### src/rtl/mips_pkg.sv
`default_nettype none

package mips_pkg;

    // word addresses seen on the host port.
    localparam logic [7:0] ADDR_GPR_BASE = 8'h00;
    localparam logic [7:0] ADDR_HI       = 8'h20;
    localparam logic [7:0] ADDR_LO       = 8'h21;
    localparam logic [7:0] ADDR_STATUS   = 8'h22;
    localparam logic [7:0] ADDR_INSTR    = 8'h30;

    // primary opcodes that carry a funct field.
    localparam logic [5:0] OPC_SPECIAL  = 6'h00;
    localparam logic [5:0] OPC_SPECIAL2 = 6'h1c;

    localparam int MUL_CYCLES = 4;

    // signed and unsigned forms share one op, told apart by is_unsigned.
    typedef enum logic [5:0] {
        OP_NOP, OP_ADD, OP_SUB, OP_AND, OP_OR, OP_XOR, OP_NOR,
        OP_SLT, OP_LUI, OP_SLL, OP_SRL, OP_SRA, OP_SLLV, OP_SRLV, OP_SRAV,
        OP_MFHI, OP_MFLO, OP_MTHI, OP_MTLO, OP_MOVN, OP_MOVZ, OP_CLO, OP_CLZ,
        OP_MULT, OP_MULTU, OP_MUL, OP_MADD, OP_MSUB
    } op_e;

    typedef enum logic [1:0] {
        IDLE,
        EXEC,
        ACK
    } bus_state_e;

    typedef struct packed {
        op_e         op;
        logic [4:0]  rs;
        logic [4:0]  rt;
        logic [4:0]  rd;
        logic [4:0]  shamt;
        logic [15:0] imm;
        logic        is_unsigned;
        logic        use_imm;
        logic        is_muldiv;
    } dec_t;

    typedef struct packed {
        logic        gpr_we;
        logic [4:0]  gpr_addr;
        logic [31:0] gpr_data;
        logic        hilo_we;
        logic [63:0] hilo_data;
        logic        ovf;
    } res_t;

endpackage

`default_nettype wire

### src/rtl/mips_decode.sv
`timescale 1ns/1ps
`default_nettype none

module mips_decode import mips_pkg::*; (
    input  wire [31:0] instr_i,
    output dec_t       dec_o
);

    logic [5:0] opc;
    logic [5:0] funct;

    assign opc   = instr_i[31:26];
    assign funct = instr_i[5:0];

    always_comb begin
        dec_o       = '0;
        dec_o.rs    = instr_i[25:21];
        dec_o.rt    = instr_i[20:16];
        dec_o.rd    = instr_i[15:11];
        dec_o.shamt = instr_i[10:6];
        dec_o.imm   = instr_i[15:0];
        dec_o.op    = OP_NOP;
        case (opc)
            OPC_SPECIAL: begin
                case (funct)
                    6'h00: dec_o.op = OP_SLL;
                    6'h02: dec_o.op = OP_SRL;
                    6'h03: dec_o.op = OP_SRA;
                    6'h04: dec_o.op = OP_SLLV;
                    6'h06: dec_o.op = OP_SRLV;
                    6'h07: dec_o.op = OP_SRAV;
                    6'h0a: dec_o.op = OP_MOVZ;
                    6'h0b: dec_o.op = OP_MOVN;
                    6'h10: dec_o.op = OP_MFHI;
                    6'h11: dec_o.op = OP_MTHI;
                    6'h12: dec_o.op = OP_MFLO;
                    6'h13: dec_o.op = OP_MTLO;
                    6'h18: dec_o.op = OP_MULT;
                    6'h19: dec_o.op = OP_MULTU;
                    6'h20, 6'h21: dec_o.op = OP_ADD;
                    6'h22, 6'h23: dec_o.op = OP_SUB;
                    6'h24: dec_o.op = OP_AND;
                    6'h25: dec_o.op = OP_OR;
                    6'h26: dec_o.op = OP_XOR;
                    6'h27: dec_o.op = OP_NOR;
                    6'h2a, 6'h2b: dec_o.op = OP_SLT;
                    default: dec_o.op = OP_NOP;
                endcase
            end
            OPC_SPECIAL2: begin
                case (funct)
                    6'h00: dec_o.op = OP_MADD;
                    6'h02: dec_o.op = OP_MUL;
                    6'h04: dec_o.op = OP_MSUB;
                    6'h20: dec_o.op = OP_CLZ;
                    6'h21: dec_o.op = OP_CLO;
                    default: dec_o.op = OP_NOP;
                endcase
            end
            6'h08, 6'h09: dec_o.op = OP_ADD;
            6'h0a, 6'h0b: dec_o.op = OP_SLT;
            6'h0c: dec_o.op = OP_AND;
            6'h0d: dec_o.op = OP_OR;
            6'h0e: dec_o.op = OP_XOR;
            6'h0f: dec_o.op = OP_LUI;
            default: dec_o.op = OP_NOP;
        endcase

        // every opcode in 0x08..0x0f is an immediate form.
        dec_o.use_imm = opc[5:3] == 3'b001;
        // the odd funct or opcode of each pair is the unsigned one.
        dec_o.is_unsigned = (opc == OPC_SPECIAL && funct inside {6'h19, 6'h21, 6'h23, 6'h2b})
                         || opc == 6'h09 || opc == 6'h0b;
        dec_o.is_muldiv = dec_o.op inside {OP_MULT, OP_MULTU, OP_MUL, OP_MADD, OP_MSUB};
    end

endmodule

`default_nettype wire

### config.mk
export PLATFORM = sky130hd
export DESIGN_NAME = mips_decode
export DESIGN_NICKNAME = d
export VERILOG_FILES = /design/src/rtl/mips_pkg.sv /design/src/rtl/mips_decode.sv
export SDC_FILE = /design/constraint.sdc
export NUM_CORES = 1
export LEC_CHECK = 0
export BUFFER_PORTS_ARGS = -buffer_cell sky130_fd_sc_hd__buf_4
export CORE_MARGIN = 2
export CORE_UTILIZATION = 45
export DETAILED_ROUTE_END_ITERATION = 8
export PLACE_DENSITY_LB_ADDON = 0.15
export SLEW_MARGIN = 10
export SYNTH_ARGS = -nofsm -noshare
export SYNTH_HDL_FRONTEND = slang
export SYNTH_SLANG_ARGS = --single-unit
### constraint.sdc
create_clock -name vclk -period 2.8
set_input_delay 0.42 -clock vclk [all_inputs]
set_output_delay 0.42 -clock vclk [all_outputs]
set_load 0.01 [all_outputs]
==> flow_metrics.env, run 1 <==
export IMPL_status="finished clean"
export IMPL_tns_ns=0
export IMPL_p_comb_frac=1.000
export IMPL_vias=846
export IMPL_grt_pass1_vias=729
export IMPL_finalMaxSlewViolations=0
export IMPL_synthCells=133
export IMPL_worstPathArrival_ns=2.27
export IMPL_min_to="dec_o[30]"
export IMPL_peakVddDrop_uv=66.1
export IMPL_seq_power_share=0
export IMPL_hold_viol=0
export IMPL_drive_above_1_share=0.291
export IMPL_min_path_cells=0
export IMPL_synth_area_per_cell_um2=7.26
export IMPL_pwr_share_clk=0
export IMPL_end_kind="output pin"
export IMPL_synth_top_cell_area_share=0.295
export IMPL_ys_warn_count=0
export IMPL_synth_common_cells="buf_4, nor2_1"
export IMPL_cts_setup_buffers=0
export IMPL_port_buffers=26
export IMPL_gr_total_overflow=0
export IMPL_postCtsHoldBufs=0
export IMPL_globalplace_congestion=0.822
export IMPL_antenna_found_initial=0
export IMPL_nFillCells=210
export IMPL_path_max_fanout=8
export IMPL_crit_required_ns=2.38
export IMPL_yosysTopAreaCell="buf_4"
export IMPL_grtUsageTotal=0.160
export IMPL_syn_to_final_growth_pct=-8.94
export IMPL_core_um2=2000
export IMPL_p_int_uw=46.9
export IMPL_total_power_uw=110
export IMPL_cts_resized_gates=0
export IMPL_nClkBuffers=0
export IMPL_fin_crit_ns=2.69
export IMPL_fin_crit_sh=0.962
export IMPL_diodes=0
export IMPL_p_leak_nw=0.373
export IMPL_ios=77
export IMPL_drc=0
export IMPL_final_util=0.439
export IMPL_fin_ws_ns=0.107
export IMPL_ant_nets=0
export IMPL_wire_per_inst_um=14.1
export IMPL_fp_dieW_um=50.3
export IMPL_swShare=0.573
export IMPL_syn_nets=171
export IMPL_drt_initial_drc_count=26
export IMPL_synthDistinctLibCells=43
export IMPL_timing_hold_ws_ns=0.840
export IMPL_grt_pass1_wl_um=3360
export IMPL_critPathLaunchType="input port"
export IMPL_hold_class="input port to output pin"
export IMPL_ys_seq_area_frac=0
export IMPL_place_detailed_hpwl_um=1600
export IMPL_dp_slack_ns=0.106
export IMPL_finalWirelength_um=2040
export IMPL_hp_start="instr_i[17]"
export IMPL_num_nets_final=157
export IMPL_p_sw_uw=63.0
export IMPL_synth_most_common_cell="buf_4"
export IMPL_syn_area_um2=966
export IMPL_grt_start_max_net_pins=21
export IMPL_die_h_um=50.3
export IMPL_synthTopCellsByArea="buf_4, ha_1, nand2b_1"
export IMPL_rsz0062_at_grt="false"
export IMPL_fmax_ghz=0.371
export IMPL_viasPerCell=5.88
export IMPL_critPathKind="input port to output pin"
export IMPL_die_area_um2=2530
export IMPL_regArea_um2=0
export IMPL_start_util=0.482
export IMPL_p_per_area_nw_per_um2=125
export IMPL_num_rows=16
export IMPL_seq_cells=0
export IMPL_setup_viol=0
export IMPL_cap_viol_max_count=0
export IMPL_drtPass1Iterations=4
[routing by layer]
metal | track usage | routed length, µm
met3 | 0.0149 | 222
met5 | 0 | 0
met4 | 0.0586 | 54
met1 | 0.228 | 858
met2 | 0.250 | 900
[through the flow]
step	cell area [µm²]	std cells
after floorplan	966	133
after global placement	880	144
after detailed placement	880	144
after CTS	880	144
after global routing	880	144
final	880	144
[power by group through the flow]
stage / Sequential, mW / Clock [mW] / Combinational (mW)
floorplan: 0 / 0 / 0.121
global placement: 0 / 0 / 0.109
detailed placement: 0 / 0 / 0.109
CTS: 0 / 0 / 0.110
global route: 0 / 0 / 0.122
finish: 0 / 0 / 0.110
[worst max-delay path, cell delays in order]
cell	delay, ns
buf_4	0.14
inv_1	0.17
ha_1	0.30
or3b_1	0.36
a21oi_1	0.15
nor3_1	0.08
o31ai_4	0.25
nand4b_1	0.11
a21boi_1	0.15
buf_4	0.14
[kinds of logic (layout without fill, tap and decap cells)]
kind of cell               count (synthesis)  count (layout)  share of synthesized area
AOI/OAI and AO/OA                         32              32                      0.269
buffers and inverters                     48              32                      0.354
adders and majority gates                  6               6                     0.0777
muxes                                      1               1                     0.0104
and+or+nand+nor                           43              43                      0.267
other                                      1               1                    0.00388
xor gates and xnor gates                   2               2                     0.0181
[cell usage in the layout, fill, tap and decap left out, types with 2 or more instances in the layout]
master / count
a21oi_1: 6
a221o_1: 2
a31oi_1: 4
and3_1: 2
buf_4: 27
ha_1: 6
inv_1: 5
nand2_1: 6
nand2b_1: 6
nand3b_1: 2
nor2_1: 8
nor2b_1: 4
nor3_1: 2
nor3b_1: 4
nor4_2: 2
o21ai_0: 3
o31ai_1: 3
xor2_1: 2
[how the worst max path moves through the flow]
stage	startpoint	endpoint	depth (start not counted)	slack, ns
2_1_floorplan	instr_i[1]	dec_o[0]	8	0.37
3_3_place_gp	instr_i[1]	dec_o[0]	10	0.17
3_5_place_dp	instr_i[1]	dec_o[0]	10	0.11
4_1_cts	instr_i[1]	dec_o[0]	10	0.11
5_1_grt	instr_i[1]	dec_o[0]	10	0.007
6_report	instr_i[1]	dec_o[0]	10	0.11
[final cells by class]
type	count	area [µm²]	area share
multi-input cells	85	624	0.710
repair buffers	27	203	0.230
inverters	5	18.8	0.0213
well taps	27	33.8	0.0384
(Power assumes the default switching activity.)
==> run 2, diff against run 1 <==
--- a/config.mk
+++ b/config.mk
@@ -5,6 +5,7 @@
 export SDC_FILE = /design/constraint.sdc
 export NUM_CORES = 1
 export LEC_CHECK = 0
+export ABC_AREA = 1
 export BUFFER_PORTS_ARGS = -buffer_cell sky130_fd_sc_hd__buf_4
 export CORE_MARGIN = 2
 export CORE_UTILIZATION = 45
==> constraint.sdc (replaced) <==
create_clock -name vclk -period 2.8
set_input_delay 0.56 -clock vclk [all_inputs]
set_output_delay 0.56 -clock vclk [all_outputs]
set_load 0.01 [all_outputs]
==> run 2 against run 1 <==
Worst setup slack better by 0.11 ns. Combinational power is 7% lower. Global-route usage is 0.68 points higher. Synthesized cell count is 32% higher. Die area is 0.71% lower. Fmax is 4.3% higher. Critical path depth is 1 higher. Core utilization is 0.95 points higher. Clock-buffer cell count stayed put. Via count is 13% higher. Critical path type unchanged. Critical endpoint unchanged. Highest routed layer unchanged.
==> flow_metrics.env, run 2 <==
export IMPL_status="finished clean"
export IMPL_grtUsageTotal=0.167
export IMPL_synthDistinctLibCells=18
export IMPL_die_h_um=50.2
export IMPL_syn_area_um2=958
export IMPL_port_buffers=26
export IMPL_finalMaxSlewViolations=0
export IMPL_ys_seq_area_frac=0
export IMPL_globalplace_congestion=0.929
export IMPL_grt_pass1_wl_um=3490
export IMPL_peakVddDrop_uv=50.9
export IMPL_cp_slowest_stage_delay_ns=0.30
export IMPL_regArea_um2=0
export IMPL_hold_class="input port to output pin"
export IMPL_min_to="dec_o[38]"
export IMPL_rsz0062_at_grt="false"
export IMPL_synthCells=176
export IMPL_drc=0
export IMPL_min_path_cells=0
export IMPL_ant_nets=0
export IMPL_tns_ns=0
export IMPL_syn_nets=214
export IMPL_drive_above_1_share=0.209
export IMPL_drtPass1Iterations=4
export IMPL_place_detailed_hpwl_um=1840
export IMPL_worstPathArrival_ns=2.02
export IMPL_num_nets_final=203
export IMPL_cap_viol_max_count=0
export IMPL_ys_warn_count=0
export IMPL_hp_start="instr_i[25]"
export IMPL_fin_crit_sh=0.922
export IMPL_stdcell_count=190
export IMPL_synth_area_per_cell_um2=5.45
export IMPL_critical_path_startpoint="instr_i[1]"
export IMPL_nClkBuffers=0
export IMPL_end_kind="output pin"
export IMPL_path_max_fanout=8
export IMPL_drt_initial_drc_count=27
export IMPL_finalWirelength_um=2210
export IMPL_wire_per_inst_um=11.6
export IMPL_mostFrequentLayoutCells="nand2_1, buf_4, nand3_1, inv_1, nor2_1"
export IMPL_start_util=0.484
export IMPL_antenna_found_initial=0
export IMPL_hold_viol=0
export IMPL_synth_top_cell_area_share=0.290
export IMPL_die_area_um2=2520
export IMPL_final_common_cell="nand2_1"
export IMPL_synthTopCellsByArea="buf_4, nand2_1, nand3_1"
export IMPL_num_rows=16
export IMPL_critical_path_slowest_cell="ha_2"
export IMPL_fp_dieW_um=50.2
export IMPL_timing_hold_ws_ns=1.12
export IMPL_critPathLaunchType="input port"
export IMPL_dp_cells=190
export IMPL_syn_to_final_growth_pct=-7.18
export IMPL_p_per_area_nw_per_um2=114
export IMPL_p_leak_nw=0.548
export IMPL_setup_viol=0
export IMPL_cts_setup_buffers=0
export IMPL_fmax_ghz=0.387
export IMPL_gr_total_overflow=0
export IMPL_crit_required_ns=2.24
export IMPL_synth_common_cells="buf_4, nand2_1, nand3_1, inv_1, nor2_1"
export IMPL_viasPerCell=5.01
export IMPL_grt_pass1_vias=825
export IMPL_postCtsHoldBufs=0
export IMPL_seq_cells=0
export IMPL_fin_crit_ns=2.58
export IMPL_critPathKind="input port to output pin"
export IMPL_path_cells="buf_4 -> inv_1 -> ha_2 -> o21ai_0 -> nand2_1 -> a21oi_1 -> nand3_1 -> nand3_2 -> nand3_1 -> a21oi_1 -> buf_4"
export IMPL_grt_start_max_net_pins=14
export IMPL_yosysTopAreaCell="buf_4"
export IMPL_vias=952
export IMPL_ios=77
export IMPL_core_um2=1980
export IMPL_diodes=0
-- run 2: changes by cell type in the layout (fill, tap and decap cells not counted), sizes merged, moves of 3 or more --
cell,before,now
nand2,7,37
nand3,1,26
inv,5,23
nor2,8,24
nand2b,6,0
o21ai,4,9
a31oi,4,0
nor2b,4,0
nor3b,4,0
o31ai,4,0
nor4,3,0
-- run 2: cell type report --
cell class	instances	area [µm²]
Fill cell	222	1090
Timing Repair Buffer	26	195
Inverter	23	88.8
Tap cell	27	33.8
Multi-Input combinational cell	114	572
-- run 2: worst max-delay path, delay by kind of cell --
kind	cells	cell delay, ns
simple gates	4	0.31
buf+inv	3	0.41
fa+ha+maj	1	0.30
compound gates	3	0.44
-- run 2: layer usage --
metal  vias up  global-route usage  part of all wire
met2        61               0.314              0.49
met5         -                   0                 0
met3         4              0.0208             0.086
met4         0              0.0324             0.015
li1        491                   -                 -
met1       396               0.201              0.41
-- run 2: cells by family after synthesis --
family,Yosys count,synth area share
other,1,0.00391
and+or+nand+nor,88,0.406
adders and majority gates,6,0.0783
buffers and inverters,62,0.406
AOI/OAI and AO/OA,19,0.106
-- run 2: report_power, final --
group	leakage, nW	switching [mW]	internal [mW]	total [mW]
clock network	0	0	0	0
logic	0.548	0.0615	0.0401	0.102
registers	0	0	0	0
-- run 2: how the worst max path moves through the flow --
stage / end / slack [ns] / cells after the start
3_3_place_gp: dec_o[0] / 0.23 / 14
5_1_grt: dec_o[0] / 0.04 / 14
3_5_place_dp: dec_o[0] / 0.20 / 14
6_report: dec_o[0] / 0.22 / 11
4_1_cts: dec_o[0] / 0.20 / 14
2_1_floorplan: dec_o[0] / 0.51 / 9
-- run 2: repair_timing --
item | 4_1_cts | 5_1_grt
endpoints found under the setup margin | 0 | 1
gates resized for setup | 0 | 1
hold endpoints to repair | 0 | 0
-- run 2: through the flow --
stage | total power [mW] | utilization | instance area [µm²] | setup WS, ns
2_1_floorplan | 0.109 | - | 958 | 0.510
3_3_place_gp | 0.101 | 0.448 | 887 | 0.229
3_5_place_dp | 0.100 | 0.448 | 887 | 0.197
4_1_cts | 0.101 | 0.448 | 887 | 0.197
5_1_grt | 0.114 | 0.449 | 890 | 0.0405
6_report | 0.102 | 0.449 | 890 | 0.219
==> run 3, diff against run 2 <==
--- a/config.mk
+++ b/config.mk
@@ -7,6 +7,7 @@
 export LEC_CHECK = 0
 export ABC_AREA = 1
 export BUFFER_PORTS_ARGS = -buffer_cell sky130_fd_sc_hd__buf_4
+export CORE_ASPECT_RATIO = 0.75
 export CORE_MARGIN = 2
 export CORE_UTILIZATION = 45
 export DETAILED_ROUTE_END_ITERATION = 8
==> run 3 against run 2 <==
Via count is 0.21% higher. Sequential share of layout area is the same. Final area fell by 0.70%. Routed wire length down 5.0%. Total power up 0.25%. Global-route usage shrank 0.55 points. Die area up 0.15%. Fmax decreased by 1.3%. Flip-flop and latch count unchanged. Worst setup slack got worse by 0.035 ns. Combinational power barely moved. Core utilization decreased by 1.0 points.
==> flow_metrics.env, run 3 (synthesis results as in run 2) <==
export IMPL_fp_dieW_um=57.3
export IMPL_grt_pass1_wl_um=3390
export IMPL_vias=954
export IMPL_p_leak_nw=0.550
export IMPL_antenna_found_initial=0
export IMPL_ant_nets=0
export IMPL_hold_viol=0
export IMPL_final_area_um2=883
export IMPL_ios=77
export IMPL_nFillCells=208
export IMPL_globalplace_congestion=0.908
export IMPL_p_per_area_nw_per_um2=115
export IMPL_critPathLaunchType="input port"
export IMPL_num_rows=14
export IMPL_regArea_um2=0
export IMPL_drt_initial_drc_count=39
export IMPL_gr_total_overflow=0
export IMPL_mostFrequentLayoutCells="nand2_1, buf_4, nand3_1, inv_1, nor2_1"
export IMPL_timing_hold_ws_ns=1.12
export IMPL_nClkBuffers=0
export IMPL_num_nets_final=203
export IMPL_dp_cells=187
export IMPL_setup_viol=0
export IMPL_critPathKind="input port to output pin"
export IMPL_die_h_um=44.0
export IMPL_grt_pass1_vias=766
export IMPL_die_area_um2=2520
export IMPL_diodes=0
export IMPL_drtPass1Iterations=4
export IMPL_path_max_fanout=8
export IMPL_finalWirelength_um=2100
export IMPL_rsz0062_at_grt="false"
export IMPL_core_um2=2010
export IMPL_peakVddDrop_uv=57.3
export IMPL_syn_to_final_growth_pct=-7.83
export IMPL_total_power_uw=102
export IMPL_grt_start_max_net_pins=14
export IMPL_worstPathArrival_ns=2.06
export IMPL_dp_slack_ns=0.188
export IMPL_final_common_cell="nand2_1"
export IMPL_crit_required_ns=2.24
export IMPL_grtUsageTotal=0.162
export IMPL_port_buffers=26
export IMPL_drc=0
export IMPL_fin_crit_ns=2.62
export IMPL_cap_viol_max_count=0
export IMPL_place_detailed_hpwl_um=1730
export IMPL_drive_above_1_share=0.202
export IMPL_viasPerCell=5.10
export IMPL_end_kind="output pin"
export IMPL_fin_ws_ns=0.184
export IMPL_placed_area_um2=883
export IMPL_start_util=0.476
export IMPL_wire_per_inst_um=11.2
export IMPL_tns_ns=0
export IMPL_hold_class="input port to output pin"
export IMPL_fmax_ghz=0.382
export IMPL_stdcell_count=187
export IMPL_final_util=0.439
export IMPL_postCtsHoldBufs=0
export IMPL_seq_cells=0
export IMPL_status="finished clean"
export IMPL_finalMaxSlewViolations=0
export IMPL_fin_crit_sh=0.934
==> run 3: changes by cell type in the layout (fill, tap and decap cells not counted) <==
| cell | previous run | this run |
|---|---|---|
| ha_1 | 5 | 6 |
| ha_2 | 1 | 0 |
| o21ai_0 | 9 | 8 |
| o21ai_1 | 0 | 1 |
==> run 3: routing by layer <==
layer  up-vias  track usage  wire length, µm
li1        492            -                -
met1       409        0.249             1030
met2        42        0.241              873
met3        11      0.00896              151
met4         0       0.0465               40
met5         -            0                0
==> run 3: where the power goes <==
group,leakage [nW],internal (mW),switching (mW)
combinational,0.550,0.0399,0.0619
clock,0,0,0
sequential,0,0,0
==> run 3: worst paths after layout <==
| check | from | endpoint | slack [ns] | cells past startpoint |
|---|---|---|---|---|
| max | instr_i[1] | dec_o[0] | 0.18 | 14 |
| min | instr_i[7] | dec_o[20] | 1.12 | 0 |
==> run 3: timing repair <==
item | 4_1_cts | 5_1_grt
buffers inserted | 0 | 0
setup endpoints to repair | 0 | 1
hold endpoints to repair | 0 | 0
gates resized for setup | 0 | 1
==> run 3: worst max-delay path: stages <==
cell,delay [ns]
buf_4,0.14
inv_1,0.13
ha_1,0.31
inv_1,0.06
nor2_1,0.08
nor2_1,0.04
nor2_1,0.09
nand2_1,0.06
nor2_1,0.10
nor2_1,0.06
nor2_1,0.08
nand3_1,0.07
a21oi_1,0.12
buf_4,0.13
==> run 3: area by class of cell <==
type	instances	area, µm²	share of cell area
Inverter	23	88.8	0.101
Tap cell	24	30.0	0.0340
Multi-Input combinational cell	114	569	0.644
Timing Repair Buffer	26	195	0.221
